**config.mk**
```make
export PLATFORM = sky130hd
export DESIGN_NAME = credit_fifo
export DESIGN_NICKNAME = d
export VERILOG_FILES = /design/src/hdl/mem_config.svh /design/src/hdl/credit_fifo.sv
export SDC_FILE = /design/constraint.sdc
export NUM_CORES = 1
export LEC_CHECK = 0
export BUFFER_PORTS_ARGS = -buffer_cell sky130_fd_sc_hd__buf_2
export CORE_MARGIN = 4
export CORE_UTILIZATION = 56
export CTS_CLUSTER_SIZE = 8
export DETAILED_ROUTE_END_ITERATION = 8
export HOLD_SLACK_MARGIN = 0.08
export PLACE_DENSITY_LB_ADDON = 0.2
export SYNTH_ARGS = -nofsm -noshare
export SYNTH_HDL_FRONTEND = slang
export SYNTH_SLANG_ARGS = --single-unit
```
**constraint.sdc**
```tcl
create_clock -name cpu_clk_i -period 2.25 [get_ports cpu_clk_i]
set_input_delay 0.45 -clock cpu_clk_i [delete_from_list [all_inputs] [get_ports cpu_clk_i]]
set_output_delay 0.45 -clock cpu_clk_i [all_outputs]
set_load 0.1 [all_outputs]
```
**src/hdl/mem_config.svh**
```systemverilog
`ifndef MEM_CONFIG_SVH
`define MEM_CONFIG_SVH

// dispatch queue depth, also the dispatcher's starting credit
`define MEM_IQ_DEPTH 4

// store buffer slots, also the agu's starting store credit
`define MEM_STB_ENTRIES 4

// data memory size in 32-bit words
`define MEM_WORDS 256

`endif

```
**src/hdl/credit_fifo.sv**
```systemverilog
`timescale 1ns/1ps
`default_nettype none

module credit_fifo #(
    parameter type PAYLOAD_T = logic [31:0],
    parameter int  DEPTH     = 4
) (
    input  wire logic     cpu_clk_i,
    input  wire logic     rst_n_i,
    input  wire logic     push_i,
    input  wire PAYLOAD_T data_i,
    input  wire logic     pop_i,
    output PAYLOAD_T      data_o,
    output logic          valid_o,
    output logic          credit_o
);
    localparam int PW = (DEPTH > 1) ? $clog2(DEPTH) : 1;
    localparam int CW = $clog2(DEPTH + 1);

    PAYLOAD_T      mem [DEPTH];
    logic [PW-1:0] wr_ptr;
    logic [PW-1:0] rd_ptr;
    logic [CW-1:0] count;
    logic          do_pop;

    function automatic logic [PW-1:0] next_ptr(input logic [PW-1:0] p);
        return (p == PW'(DEPTH - 1)) ? '0 : p + 1'b1;
    endfunction

    assign do_pop  = pop_i && valid_o;
    assign valid_o = (count != '0);
    assign data_o  = mem[rd_ptr];

    // no full check, the sender only pushes with a credit in hand
    always_ff @(posedge cpu_clk_i) begin
        if (push_i)
            mem[wr_ptr] <= data_i;
    end

    always_ff @(posedge cpu_clk_i) begin
        if (!rst_n_i) begin
            wr_ptr   <= '0;
            rd_ptr   <= '0;
            count    <= '0;
            credit_o <= 1'b0;
        end else begin
            if (push_i)
                wr_ptr <= next_ptr(wr_ptr);
            if (do_pop)
                rd_ptr <= next_ptr(rd_ptr);
            count    <= count + CW'(push_i) - CW'(do_pop);
            credit_o <= do_pop;  // one credit back per pop
        end
    end

endmodule

`default_nettype wire

```
==> impl_results.md <==
* Vias in the first global route at 2720
* Core area at 8848 um^2
* Syn Area/Cell at 24.15 um^2
* Critical path capture point type: output port
* Final Cycle Share at 103.4%
* Clock power share at 30.8%
* Vias at 2397
* Hold crit path type: input port to register
* Pwr dens at 1347 nW/um^2
* Seq/Total Area, Yosys at 78.60%
* LEAKAGE at 2.384 nW
* Antenna diode count at 0
* DR iter-0 viols at 187
* Post-Syn Area at 5145 um^2
* CTS tree: done
* DR DRC count at 0
* Final std cells w/o fill at 434
* Clock sink count at 138
* Failing checks: negative setup slack
* Clk Latency, worst-skew pair at 0.51 ns
* Gr usage total at 17.83%
* Setup_tns at -1.662 ns
* Placed inst area at 5852 um^2
* Worst-Margin Slew at 0.4858 ns
* Fin area at 6669 um^2
* VDD IR max at 0.001028 V
* Synthesized Nets at 257
* Final Max Slew Viols at 0
* Yosys warns at 0
* Number of nets still failing antenna checks after routing at 0
* Post-synthesis register bit count at 138
* Placed Instances at 396
* Status: finished, violations left
* Max_cap viols at 0
* WP data required at 1.80 ns
* CP arrival at 1.88 ns
* Die H at 103.9 um
* Clock Pin Slew Worst Setup and Hold Paths at 0.06 ns
* WL final at 8.906 mm
* First-pass GRT wire length at 14.46 mm
* GP Congestion at 0.6891
* Kind of start point of the critical path: register
* Top Ports at 70
* CP Class: register to output port
* Setup Viol. Count Final at 32
* Die area at 10780 um^2
* WL/cell at 20.52 um
* CTS max path bufs at 2
* # hold bufs at CTS at 0
* Psw at 3.124 mW
* Slew margin rel. at 67.84%
* Unrepaired setup endpoints after global routing: yes
* P&R area growth vs syn at 29.62%
* Final net count at 358
* Hold Vio Cnt, Final at 0
* Sw frac at 34.76%
* Share of layout cells above drive strength 1 at 48.16%
* Share of Yosys cell area claimed by the top area cell type at 74.71%
* Buffers on Ports at 69
* Total power draw at 8.985 mW
* Yosys cell types at 20
* Setup WS pre-CTS at 0.2137 ns
* Fmax at 429.9 MHz
* Final hold slack at 0.1520 ns
* Vias per std cell at 5.523
* Final worst slack at -0.07620 ns
* Detail Placement HPWL at 5.462 mm
* Part of the power in combinational logic at 35.7%
* Initial Util at 58.14%
* Synth top area cells: edfxtp_1 (75%), mux4_2 (13%), dfxtp_1 (3.9%)
* CP max FO at 8
* Tmin final at 2.326 ns
* CTS root buf: clkbuf_8
* Die W at 103.9 um
* Largest net degree at the start of global routing at 20
* Post-synth top area cell: edfxtp_1
* Pint at 5.861 mW
* Initial antenna violation count at 0
* Congestion Overflow GR at 0
* Row count at 34
* Post-Synthesis Cells at 213
* Final core utilization at 75.37%
* H-tree levels at 4
* Reg power frac at 33.6%
* Num CTS Buffers at 17
* Detailed Routing Iterations Pass 1 at 4
* Clk_skew at 0.009633 ns
cells in the mapped netlist:
cell type	n
a21oi_1	1
and2_1	6
buf_12	3
buf_2	3
buf_6	1
dfxtp_1	10
edfxtp_1	128
fa_1	1
ha_1	7
inv_1	6
mux2i_1	3
mux4_1	2
mux4_2	30
nand2_1	3
nand2b_1	1
nor2_1	3
o31a_1	1
or3_1	1
or3b_2	2
xnor3_1	1
metal layers:
layer  global-route usage (%)  vias to the layer above  wire length (um)
met3                    6.828                        6               560
li1                         -                     1091                 -
met5                        0                        -                 0
met4                    5.603                        0                89
met1                    21.73                     1220              3547
met2                    29.67                       80              4709
sequential cells by signal (all words and copies together), names as in the netlist, named ones only:
| signal | flops |
|---|---|
| wr_ptr | 2 |
| count | 3 |
| rd_ptr | 2 |
| mem | 128 |
| credit_o | 1 |
area by class of cell:
class                           count  area (um^2)
Fill cell                         514         2180
Clock buffer                       18        417.9
Timing Repair Buffer               89        874.6
Multi-Input combinational cell     62        993.5
Tap cell                          108        135.1
Clock inverter                     13        176.4
Sequential cell                   138         4049
Inverter                            6        22.52
cell families after synthesis:
group	Yosys count	share of synthesized area, %
AO/OA/AOI/OAI	2	0.2674
adder cells (fa/ha/maj)	8	2.091
AND/OR/NAND/NOR	16	1.751
buffers and inverters	13	2.116
flip-flops	138	78.60
XOR/XNOR	1	0.4377
multiplexers	35	14.74
cells in the final DEF, fill, tap and decap left out, types with 2 or more instances in the layout:
cell,instances
bufinv_16,4
mux4_2,31
mux2i_1,3
and2_2,4
clkbuf_16,17
and2_1,2
edfxtp_1,128
buf_4,14
dfxtp_1,8
nor2_1,3
clkinvlp_4,2
clkinv_2,4
buf_2,38
inv_1,6
nand2_1,3
ha_1,7
buf_12,17
buf_6,19
or3b_2,2
power groups by stage:
stage	combinational, mW	clock, mW	sequential, mW
after floorplan	2.28	0	3.07
after global placement	2.87	0	3.08
after detailed placement	2.89	0	3.08
after CTS	3.08	2.81	3.04
after global routing	3.33	2.96	3.03
final	3.20	2.76	3.02
final timing paths:
kind | start | endpoint | slack (ns) | depth (start not counted)
max reg2reg | count[1] | count[2] | 0.27 | 8
min | data_i[18] | mem[1][18] | 0.15 | 1
min reg2reg | rd_ptr[0] | register | 0.50 | 2
max | register | data_o[14] | -0.08 | 4
what timing repair did:
action                                  CTS  global route
pin swaps                                 0             0
endpoints found under the setup margin   32            31
setup buffers                             1             5
cloned                                    0             1
resized for setup                        41             6
worst max-delay path: stages, from the launching register on:
cell and delay, ns:
dfxtp_4 0.35, buf_12 0.12, buf_12 0.14, mux4_2 0.55, buf_12 0.19
(Power assumes the default switching activity.)
