--- src/hdl/mem_config.svh ---
`ifndef MEM_CONFIG_SVH
`define MEM_CONFIG_SVH

// dispatch queue depth, also the dispatcher's starting credit
`define MEM_IQ_DEPTH 4

// store buffer slots, also the agu's starting store credit
`define MEM_STB_ENTRIES 4

// data memory size in 32-bit words
`define MEM_WORDS 256

`endif

--- src/hdl/mem_pkg.sv ---
`default_nettype none

package mem_pkg;

    // funct3 codes, stores reuse B/H/W
    typedef enum logic [2:0] {
        LS_B  = 3'b000,
        LS_H  = 3'b001,
        LS_W  = 3'b010,
        LS_BU = 3'b100,
        LS_HU = 3'b101
    } ls_type_e;

    typedef enum logic [2:0] {
        EXC_LD_MISALIGN = 3'd4,
        EXC_ST_MISALIGN = 3'd6
    } exc_code_e;

    typedef struct packed {
        logic        is_store;
        ls_type_e    ls_type;
        logic [31:0] base;
        logic [31:0] imm;
        logic [31:0] data;   // store data, unused for loads
        logic [4:0]  rob;
        logic [5:0]  dest;
    } mem_op_t;

    typedef struct packed {
        logic [29:0] waddr;
        logic [31:0] data;   // already on its byte lanes
        logic [3:0]  mask;
        logic [4:0]  rob;
    } st_req_t;

    typedef struct packed {
        logic [29:0] waddr;
        logic [1:0]  offset;
        ls_type_e    ls_type;
        logic [5:0]  dest;
        logic [4:0]  rob;
    } ld_req_t;

    typedef struct packed {
        logic [3:0]  hit;
        logic [31:0] data;
    } fwd_t;

    typedef struct packed {
        logic [5:0]  dest;
        logic [31:0] data;
    } wb_t;

    typedef struct packed {
        logic [4:0]  rob;
        exc_code_e   code;
        logic [31:0] addr;
    } exc_t;

endpackage

`default_nettype wire

--- src/hdl/load_unit.sv ---
`timescale 1ns/1ps
`default_nettype none

module load_unit (
    input  wire logic             cpu_clk_i,
    input  wire logic             rst_n_i,
    input  wire mem_pkg::ld_req_t ld_req_i,
    input  wire logic             ld_valid_i,
    output logic [29:0]           qaddr_o,
    input  wire mem_pkg::fwd_t    fwd_i,
    output logic [29:0]           rd_addr_o,
    input  wire logic [31:0]      rd_data_i,
    output logic                  wb_valid_o,
    output mem_pkg::wb_t          wb_o,
    output logic [4:0]            wb_rob_o
);
    mem_pkg::ld_req_t req_q;
    mem_pkg::fwd_t    fwd_q;
    logic [31:0]      merged;
    logic [31:0]      shifted;
    logic [31:0]      ext;

    // forward query and memory read go out together
    assign qaddr_o   = ld_req_i.waddr;
    assign rd_addr_o = ld_req_i.waddr;

    always_ff @(posedge cpu_clk_i) begin
        if (!rst_n_i)
            wb_valid_o <= 1'b0;
        else
            wb_valid_o <= ld_valid_i;
    end

    always_ff @(posedge cpu_clk_i) begin
        req_q <= ld_req_i;
        fwd_q <= fwd_i;  // lines up with the registered read data
    end

    always_comb begin
        for (int b = 0; b < 4; b++)
            merged[8*b +: 8] = fwd_q.hit[b] ? fwd_q.data[8*b +: 8] : rd_data_i[8*b +: 8];
        shifted = merged >> {req_q.offset, 3'b000};
        case (req_q.ls_type)
            mem_pkg::LS_B:  ext = {{24{shifted[7]}}, shifted[7:0]};
            mem_pkg::LS_BU: ext = {24'h0, shifted[7:0]};
            mem_pkg::LS_H:  ext = {{16{shifted[15]}}, shifted[15:0]};
            mem_pkg::LS_HU: ext = {16'h0, shifted[15:0]};
            default:        ext = shifted;
        endcase
    end

    assign wb_o.dest = req_q.dest;
    assign wb_o.data = ext;
    assign wb_rob_o  = req_q.rob;

endmodule

`default_nettype wire

--- config.mk ---
export PLATFORM = sky130hd
export DESIGN_NAME = load_unit
export DESIGN_NICKNAME = d
export VERILOG_FILES = /design/src/hdl/mem_config.svh /design/src/hdl/mem_pkg.sv /design/src/hdl/load_unit.sv
export SDC_FILE = /design/constraint.sdc
export NUM_CORES = 1
export LEC_CHECK = 0
export ABC_AREA = 1
export BUFFER_PORTS_ARGS = -buffer_cell sky130_fd_sc_hd__buf_2
export CAP_MARGIN = 20
export CORE_UTILIZATION = 36
export CTS_CLUSTER_DIAMETER = 30
export DETAILED_ROUTE_END_ITERATION = 10
export PLACE_DENSITY = 0.84
export SYNTH_ARGS = -nofsm -noshare
export SYNTH_HDL_FRONTEND = slang
export SYNTH_SLANG_ARGS = --single-unit
--- constraint.sdc ---
create_clock -name cpu_clk_i -period 1.57 [get_ports cpu_clk_i]
set_input_delay 0.471 -clock cpu_clk_i [delete_from_list [all_inputs] [get_ports cpu_clk_i]]
set_output_delay 0.471 -clock cpu_clk_i [all_outputs]
set_load 0.005 [all_outputs]
==> results.cfg <==
[final_layout]
antenna_cells_inserted = 0
multi_input_comb_area_um2 = 1330
num-fill-cells = 689
sequential_cell_area_um2 = 1070
layout-area-overhead-vs-synth_pct = 34.6
nets = 590
final_layout_size_suffix_gt1_share_pct = 56.1

[yosys]
dominantRegCellSynth = dfxtp_1
postSynth.asyncResetShare_pct = 0
synth.area.top_cells = dfxtp_1, buf_4, nand2_1
synth_edf_count = 0
main_combinational_cell_family_by_area_after_synthesis = simple AND/OR/NAND/NOR gates
syn-instance-count = 378
syn-cell-area_um2 = 2880
synth_seq_area_share_pct = 36.8
synth_common_cells = nand2_1, buf_4, dfxtp_1
synth-compound-area-share_pct = 9.03
distinct_cells_synth = 24
synth_adder_area_share_pct = 0
synth_nets = 495
synth.ff_latch_count = 53
synth.top_cell.area_share_pct = 36.8
post_synth_xor_area_fraction_pct = 0
synth_mux_area_share_pct = 0
syn_avg_cell_area_um2 = 7.62
synth.most_common_cell = nand2_1
post_synth_and_or_nand_nor_area_fraction_pct = 29.3
yosysWarnings = 0
synth_top_area_cell = dfxtp_1

[worst_hold_path]
hold_start = fwd_i[2]
min_delay_path_depth = 1
min_delay_worst_endpoint = fwd_q[2]
worstHoldPathType = in -> reg

[floorplan]
rows = 32
initial_core_util_pct = 37.3
fp.dieArea_um2 = 8370
dieHeight_um = 91.5
ios = 221
die_x_um = 91.5
core-area_um2 = 7730

[clock_network]
clk_path_buf_depth = 2
clock_sinks = 53
htree_levels = 2
clk_pin_slew_worst_paths_ns = 0.11
number_of_clock_buffers_inserted_by_tritoncts = 5
hold_buffers = 0
clock_tree.root_cell = clkbuf_8
tritoncts = done

[timing]
achievable-frequency_mhz = 478
setup_ws_ns = -0.524
totalNegativeSetupSlack_ns = -14.47
timing.final.crit_share_pct = 133
final-max-slew-violation-count = 0
finalSetupViolCount = 32
rsz0062_at_grt = yes
hold_slack_ns = 0.243
min_period_ns = 2.09
worst_pin_slew_ns = 0.268
finalHoldViolations = 0
max_slew_margin_vs_limit_pct = 82.1

[place]
routabilityCongestion = 0.902
dp_hpwl_mm = 6.77
place_ws_ns = -0.345
port-buffer-count = 130

[route]
remaining_drc_errors = 0
avgRoutedWirePerCell_um = 15.3
firstDrtPassIters = 4
drtIter0Drc = 87
detail_route.wirelength_mm = 8.82
vias_per_cell = 4.80
final_antenna_net_count = 0
num_vias = 2762

[setup_path]
worst-path-max-fanout = 6
worst_ep_required_time_ns = 1.10
start_kind = flop
worst_ep_arrival_ns = 1.62
setup.worst_path.class = reg -> out
category_of_the_worst_setup_path_capture_point = primary output

[global_routing]
grt_overflow_total = 0
antenna_violations_before_repair = 0
grt_first_pass_wirelength_mm = 12.6
grt_max_degree = 22
grt_usage_pct = 19.7
grt_pass1_vias = 2644

[power]
power_per_unit_of_standard_cell_area_nw_per_um2 = 795
leakagePower_nw = 2.09
ir_drop_mv = 0.589

[run_status]
run_status = complete, but fails checks
violated_checks = negative setup slack

[flow_run]
cap_viol_max_count = 0
[per-layer routing]
metal,part of all wire (%),GRT usage [%]
met1,33,17.7
met2,55,39.5
met3,6.1,3.94
met4,5.2,11.6
met5,0,0
[flip-flops by register name, summed over array words and instances, names as in the netlist]
signal and count:
wb_rob_o 5, fwd_q 36, wb_o 6, req_q 5, wb_valid_o 1
[logic make-up after synthesis]
logic type | after synthesis
buffers and inverters | 103
AO/OA/AOI/OAI | 46
flip-flops | 53
AND/OR/NAND/NOR | 176
[worst max-delay path by stage]
stage | endpoint | slack, ns | depth (start not counted) | from
global route | wb_o[12] | -0.59 | 9 | fwd_q[33]
detailed placement | wb_o[13] | -0.34 | 7 | rd_data_i[13]
finish | wb_o[12] | -0.52 | 9 | fwd_q[33]
floorplan | wb_o[16] | 0.02 | 9 | fwd_q[35]
CTS | wb_o[13] | -0.50 | 7 | fwd_q[33]
global placement | wb_o[13] | -0.38 | 7 | rd_data_i[21]
[report_power, final]
| part | leakage [nW] | switching, W | internal, W | total, W |
|---|---|---|---|---|
| clock network | 0.0511 | 0.000502 | 0.000333 | 0.000835 |
| logic | 1.59 | 0.000398 | 0.000400 | 0.000799 |
| registers | 0.448 | 0.0000353 | 0.00142 | 0.00145 |
| total | 2.09 | 0.000935 | 0.00215 | 0.00308 |
[metrics by stage]
stage | util, % | instances | area (um2) | total power (W)
floorplan | - | 378 | 2880 | 0.00192
global placement | 42.7 | 552 | 3300 | 0.00210
detailed placement | 42.7 | 552 | 3300 | 0.00212
CTS | 47.7 | 567 | 3680 | 0.00304
global route | 50.2 | 576 | 3880 | 0.00322
finish | 50.2 | 576 | 3880 | 0.00308
[critical path, cell delays in order, from the launching register on]
cell,delay (ns)
dfxtp_4,0.39
buf_6,0.12
buf_4,0.13
nand2_1,0.05
nand2_1,0.11
a21oi_2,0.16
o21ai_0,0.10
nand2_1,0.07
nand2_1,0.04
buf_2,0.13
[repair_timing]
item / in CTS / in global routing
setup buffers: 5 / 7
gates resized for setup: 86 / 22
endpoints found under the hold margin: 0 / 0
pin swaps: 8 / 15
endpoints found under the setup margin: 32 / 32
gates cloned: 2 / 2
[placed cells by master (no fill, tap or decap), drive strengths merged]
| master | synthesis | layout |
|---|---|---|
| o21ai | 24 | 24 |
| dfxtp | 53 | 53 |
| buf | 86 | 174 |
| or2 | 3 | 3 |
| clkbuf | 3 | 7 |
| clkinvlp | 0 | 1 |
| inv | 14 | 14 |
| nand2 | 114 | 114 |
| o211ai | 12 | 12 |
| nor2 | 7 | 7 |
| nand3 | 49 | 49 |
| a21oi | 10 | 10 |
| and2 | 3 | 3 |
| clkinv | 0 | 3 |
[final cells by class]
type	instances	share of cell area (%)
Inverter	14	1.74
Timing Repair inverter	1	0.194
Tap cell	102	3.29
Sequential cell	53	27.7
Timing Repair Buffer	176	30.1
Clock inverter	3	0.871
Clock buffer	5	1.77
Multi-Input combinational cell	222	34.4
(Power assumes the default switching activity.)
