--- config.mk ---
export PLATFORM = sky130hd
export DESIGN_NAME = agu
export DESIGN_NICKNAME = d
export VERILOG_FILES = /design/src/hdl/mem_pkg.sv /design/src/hdl/agu.sv
export VERILOG_INCLUDE_DIRS = /design/src /design/src/hdl
export SDC_FILE = /design/constraint.sdc
export NUM_CORES = 1
export LEC_CHECK = 0
export ABC_AREA = 1
export BUFFER_PORTS_ARGS = -buffer_cell sky130_fd_sc_hd__buf_4
export CAP_MARGIN = 15
export CORE_ASPECT_RATIO = 0.75
export CORE_MARGIN = 2
export CORE_UTILIZATION = 40
export DETAILED_ROUTE_END_ITERATION = 8
export PLACE_DENSITY = 0.72
export SYNTH_ARGS = -nofsm -noshare
export SYNTH_HDL_FRONTEND = slang
export SYNTH_SLANG_ARGS = --single-unit
--- constraint.sdc ---
create_clock -name cpu_clk_i -period 10.25 [get_ports cpu_clk_i]
set_clock_uncertainty 0.1 [all_clocks]
set_input_delay 2.05 -clock cpu_clk_i [delete_from_list [all_inputs] [get_ports cpu_clk_i]]
set_output_delay 2.05 -clock cpu_clk_i [all_outputs]
set_load 0.01 [all_outputs]
--- src/hdl/mem_config.svh ---
`ifndef MEM_CONFIG_SVH
`define MEM_CONFIG_SVH

// dispatch queue depth, also the dispatcher's starting credit
`define MEM_IQ_DEPTH 4

// store buffer slots, also the agu's starting store credit
`define MEM_STB_ENTRIES 4

// data memory size in 32-bit words
`define MEM_WORDS 256

`endif

--- src/hdl/mem_pkg.sv ---
`default_nettype none

package mem_pkg;

    // funct3 codes, stores reuse B/H/W
    typedef enum logic [2:0] {
        LS_B  = 3'b000,
        LS_H  = 3'b001,
        LS_W  = 3'b010,
        LS_BU = 3'b100,
        LS_HU = 3'b101
    } ls_type_e;

    typedef enum logic [2:0] {
        EXC_LD_MISALIGN = 3'd4,
        EXC_ST_MISALIGN = 3'd6
    } exc_code_e;

    typedef struct packed {
        logic        is_store;
        ls_type_e    ls_type;
        logic [31:0] base;
        logic [31:0] imm;
        logic [31:0] data;   // store data, unused for loads
        logic [4:0]  rob;
        logic [5:0]  dest;
    } mem_op_t;

    typedef struct packed {
        logic [29:0] waddr;
        logic [31:0] data;   // already on its byte lanes
        logic [3:0]  mask;
        logic [4:0]  rob;
    } st_req_t;

    typedef struct packed {
        logic [29:0] waddr;
        logic [1:0]  offset;
        ls_type_e    ls_type;
        logic [5:0]  dest;
        logic [4:0]  rob;
    } ld_req_t;

    typedef struct packed {
        logic [3:0]  hit;
        logic [31:0] data;
    } fwd_t;

    typedef struct packed {
        logic [5:0]  dest;
        logic [31:0] data;
    } wb_t;

    typedef struct packed {
        logic [4:0]  rob;
        exc_code_e   code;
        logic [31:0] addr;
    } exc_t;

endpackage

`default_nettype wire

--- src/hdl/agu.sv ---
`timescale 1ns/1ps
`default_nettype none
`include "mem_config.svh"

module agu (
    input  wire logic             cpu_clk_i,
    input  wire logic             rst_n_i,
    input  wire mem_pkg::mem_op_t op_i,
    input  wire logic             op_valid_i,
    output logic                  take_o,
    output mem_pkg::st_req_t      st_req_o,
    output logic                  st_valid_o,
    input  wire logic             st_credit_i,
    output mem_pkg::ld_req_t      ld_req_o,
    output logic                  ld_valid_o,
    output mem_pkg::exc_t         exc_o,
    output logic                  exc_valid_o
);
    localparam int CW = $clog2(`MEM_STB_ENTRIES + 1);

    logic [31:0]   addr;
    logic          misaligned;
    logic [3:0]    mask;
    logic [CW-1:0] st_credits;
    logic          st_go;
    logic          ld_go;

    assign addr = op_i.base + op_i.imm;

    // size lives in the low two funct3 bits
    always_comb begin
        misaligned = 1'b0;
        mask       = 4'b1111;
        case (op_i.ls_type[1:0])
            2'b00: mask = 4'b0001 << addr[1:0];
            2'b01: begin
                misaligned = addr[0];
                mask       = 4'b0011 << addr[1:0];
            end
            default: misaligned = (addr[1:0] != 2'b00);
        endcase
    end

    // a misaligned op only raises an exception, so it never waits
    assign take_o = op_valid_i && (!op_i.is_store || misaligned || st_credits != '0);
    assign st_go  = take_o && op_i.is_store && !misaligned;
    assign ld_go  = take_o && !op_i.is_store && !misaligned;

    always_ff @(posedge cpu_clk_i) begin
        if (!rst_n_i) begin
            st_credits  <= CW'(`MEM_STB_ENTRIES);
            st_valid_o  <= 1'b0;
            ld_valid_o  <= 1'b0;
            exc_valid_o <= 1'b0;
        end else begin
            st_credits  <= st_credits - CW'(st_go) + CW'(st_credit_i);
            st_valid_o  <= st_go;
            ld_valid_o  <= ld_go;
            exc_valid_o <= take_o && misaligned;
        end
    end

    always_ff @(posedge cpu_clk_i) begin
        st_req_o.waddr   <= addr[31:2];
        st_req_o.data    <= op_i.data << {addr[1:0], 3'b000};  // onto byte lanes
        st_req_o.mask    <= mask;
        st_req_o.rob     <= op_i.rob;
        ld_req_o.waddr   <= addr[31:2];
        ld_req_o.offset  <= addr[1:0];
        ld_req_o.ls_type <= op_i.ls_type;
        ld_req_o.dest    <= op_i.dest;
        ld_req_o.rob     <= op_i.rob;
        exc_o.rob        <= op_i.rob;
        exc_o.code       <= op_i.is_store ? mem_pkg::EXC_ST_MISALIGN : mem_pkg::EXC_LD_MISALIGN;
        exc_o.addr       <= addr;
    end

endmodule

`default_nettype wire

==> impl_metrics.env <==
export IMPL_status="finished clean"
export IMPL_cp_slowest_cell="fa_1"
export IMPL_ys_ff_latch=89
export IMPL_peakVddDrop_mv=0.0919
export IMPL_dieArea_sq_um=14400
export IMPL_finalHoldViolCount=0
export IMPL_fillers=1299
export IMPL_wl_per_cell_um=12.8
export IMPL_multi_input_area_sq_um=2470
export IMPL_path_cells="buf_4 -> ha_1 -> inv_1 -> fa_1 -> inv_2 -> nor2_1 -> nor2_1 -> nor2_1 -> nand2_1 -> nand2_1 -> inv_1 -> buf_4"
export IMPL_crit_required_ps=8100
export IMPL_syn_nets=966
export IMPL_critical_path_max_fanout=28
export IMPL_viasPerCell=4.53
export IMPL_grt_ovfl_total=0
export IMPL_areaGrowthSynthToFinish_pct=36.7
export IMPL_die_w_um=138
export IMPL_grt_max_degree=38
export IMPL_slew_violations=0
export IMPL_final_nets=1169
export IMPL_via_count=5408
export IMPL_start_util_pct=41.3
export IMPL_synth_edf_count=0
export IMPL_path_common_cell="nor2_1"
export IMPL_numPortBuffers=273
export IMPL_finalWorstSetupSlack_ps=3870
export IMPL_drt_iter0_markers=232
export IMPL_r2r_start="st_credits[1]$_SDFF_PN0_"
export IMPL_fin_tns_setup_ps=0
export IMPL_holdBufCountCts=0
export IMPL_r2r_end="st_credits[2]$_SDFF_PN1_"
export IMPL_regArea_sq_um=1780
export IMPL_antenna_found_initial=0
export IMPL_cp_end_kind="output pin"
export IMPL_grt_pass1_wl_um=24200
export IMPL_dp_cells=1179
export IMPL_rows=36
export IMPL_final_common_cell="buf_4"
export IMPL_cts_sinks=89
export IMPL_core_area_sq_um=13100
export IMPL_grt_pass1_vias=5024
export IMPL_grt_util_met1_pct=26.4
export IMPL_maxCapViolCount=0
export IMPL_globalplace_congestion=0.921
export IMPL_rsz0062_at_grt="false"
export IMPL_syn_area_sq_um=5400
export IMPL_fin_util_pct=56.4
export IMPL_cts_resized=0
export IMPL_layout_common_cells="buf_4 (274), nand2_1 (255), inv_1 (143)"
export IMPL_cts_tree="yes"
export IMPL_ys_async_sr_fraction_pct=0
export IMPL_ys_flop_type="dfxtp_1"
export IMPL_clk_path_buf_depth=2
export IMPL_fin_crit_ps=6380
export IMPL_crit_end="take_o"
export IMPL_use_met3_pct=5.09
export IMPL_wl_um=15300
export IMPL_drive_above_1_share_pct=29.4
export IMPL_syn_inst=816
export IMPL_crit_type="input pin to output pin"
export IMPL_clkTransAtPathRegs_ps=60
export IMPL_numCtsBuffers=9
export IMPL_timing_hold_ws_ps=514
export IMPL_grt_busiest_layer="met2"
export IMPL_p_leak_nw=4.33
export IMPL_grt_usage_pct=20.7
export IMPL_timing_fmax_ghz=0.157
export IMPL_instances_no_fill=1195
export IMPL_clock_latency_ps=340
export IMPL_num_io_pins=276
export IMPL_startpoint="op_i[43]"
export IMPL_post_cts_buffers=0
export IMPL_dp_hpwl_um=12900
export IMPL_synth_distinct_cells=28
export IMPL_power_per_cell_area_nw_per_um2=162
export IMPL_ant_nets=0
export IMPL_setup_viol=0
export IMPL_worstPathArrival_ps=4230
export IMPL_root_buffer="clkbuf_16"
export IMPL_n_antenna_cell=0
export IMPL_drc=0
export IMPL_grtUsageMet2_pct=35.3
export IMPL_fin_crit_sh_pct=62.2
export IMPL_h_tree_depth=3
export IMPL_firstDrtPassIters=5
export IMPL_holdCritPathClass="register to register"
export IMPL_critPathMaxStageDelay_ps=740
export IMPL_ys_seq_area_share_pct=33.0
export IMPL_startpoint_type="input pin"
export IMPL_dpl_worst_slack_ps=3880
export IMPL_postSynthAreaPerCell_sq_um=6.61
export IMPL_rrSetupSlack_ps=8020
export IMPL_ys_warn_count=0
export IMPL_reg2regPathDepth=13
export IMPL_die_y_um=105
## stage by stage
stage	total power, mW	instance area (sq um)
after floorplan	0.706	5400
after global placement	0.870	7080
after detailed placement	0.875	7080
after CTS	1.21	7370
after global routing	1.27	7370
final	1.19	7370
## Yosys cell counts (4+ instances only)
library cell	n	share of area (%)
inv_1	143	9.9
nor3_1	6	0.56
o21ai_0	40	3.7
nand4_1	6	0.70
nor2_1	60	4.2
dfxtp_1	89	33
nand2_2	5	0.58
nand2_1	255	18
a21oi_1	38	3.5
xnor2_1	4	0.65
xor2_1	12	1.9
buf_4	75	10
nand3_1	28	2.6
ha_1	33	7.7
clkbuf_1	4	0.28
## logic make-up after synthesis
group	Yosys count	share of synthesized area [%]
DFF	89	33.0
and+or+nand+nor	364	26.9
buffers and inverters	228	21.1
xor gates and xnor gates	16	2.60
other	2	0.139
adders and majority gates	35	8.40
AOI/OAI and AO/OA	82	7.86
## state kept, by name, summed over array words and instances, names as in the netlist
signal and cells:
exc_valid_o 1, st_valid_o 1, st_credits 3, ld_valid_o 1, exc_o 38, ld_req_o 9
st_req_o 36
## layer usage
metal	part of all wire, %	vias up
met1	45	2368
met4	1.6	0
met2	46	211
met3	7.4	14
li1	-	2815
met5	0	-
## power breakdown
group	internal [mW]	switching, mW	leakage, nW	total [mW]
logic	0.211	0.221	3.44	0.431
registers	0.401	0.0342	0.747	0.435
clock network	0.172	0.157	0.143	0.329
## final cells by class
type                    instances  area share, %
repair buffers                274           27.9
clock inverters                 7          0.984
inverters                     146           7.43
multi-input cells             499           33.6
well taps                     171           2.90
clock buffers                   9           3.05
flip-flops and latches         89           24.2
## critical path, delay by kind of cell
family / cells / cell delay (ps)
buffers and inverters: 5 / 660
adder cells (fa/ha/maj): 2 / 930
AND/OR/NAND/NOR: 5 / 590
## worst min-delay path by stage
stage | startpoint | end | slack (ps) | depth (start not counted)
5_1_grt | st_credits[2]$_SDFF_PN1_ | st_credits[2]$_SDFF_PN1_ | 540 | 3
3_5_place_dp | st_credits[2]$_SDFF_PN1_ | st_credits[2]$_SDFF_PN1_ | 510 | 3
6_report | st_credits[2]$_SDFF_PN1_ | st_credits[2]$_SDFF_PN1_ | 510 | 3
3_3_place_gp | st_credits[2]$_SDFF_PN1_ | st_credits[2]$_SDFF_PN1_ | 480 | 3
4_1_cts | st_credits[2]$_SDFF_PN1_ | st_credits[2]$_SDFF_PN1_ | 520 | 3
2_1_floorplan | st_credits[2]$_SDFF_PN1_ | st_credits[2]$_SDFF_PN1_ | 450 | 3
(Power assumes the default switching activity.)
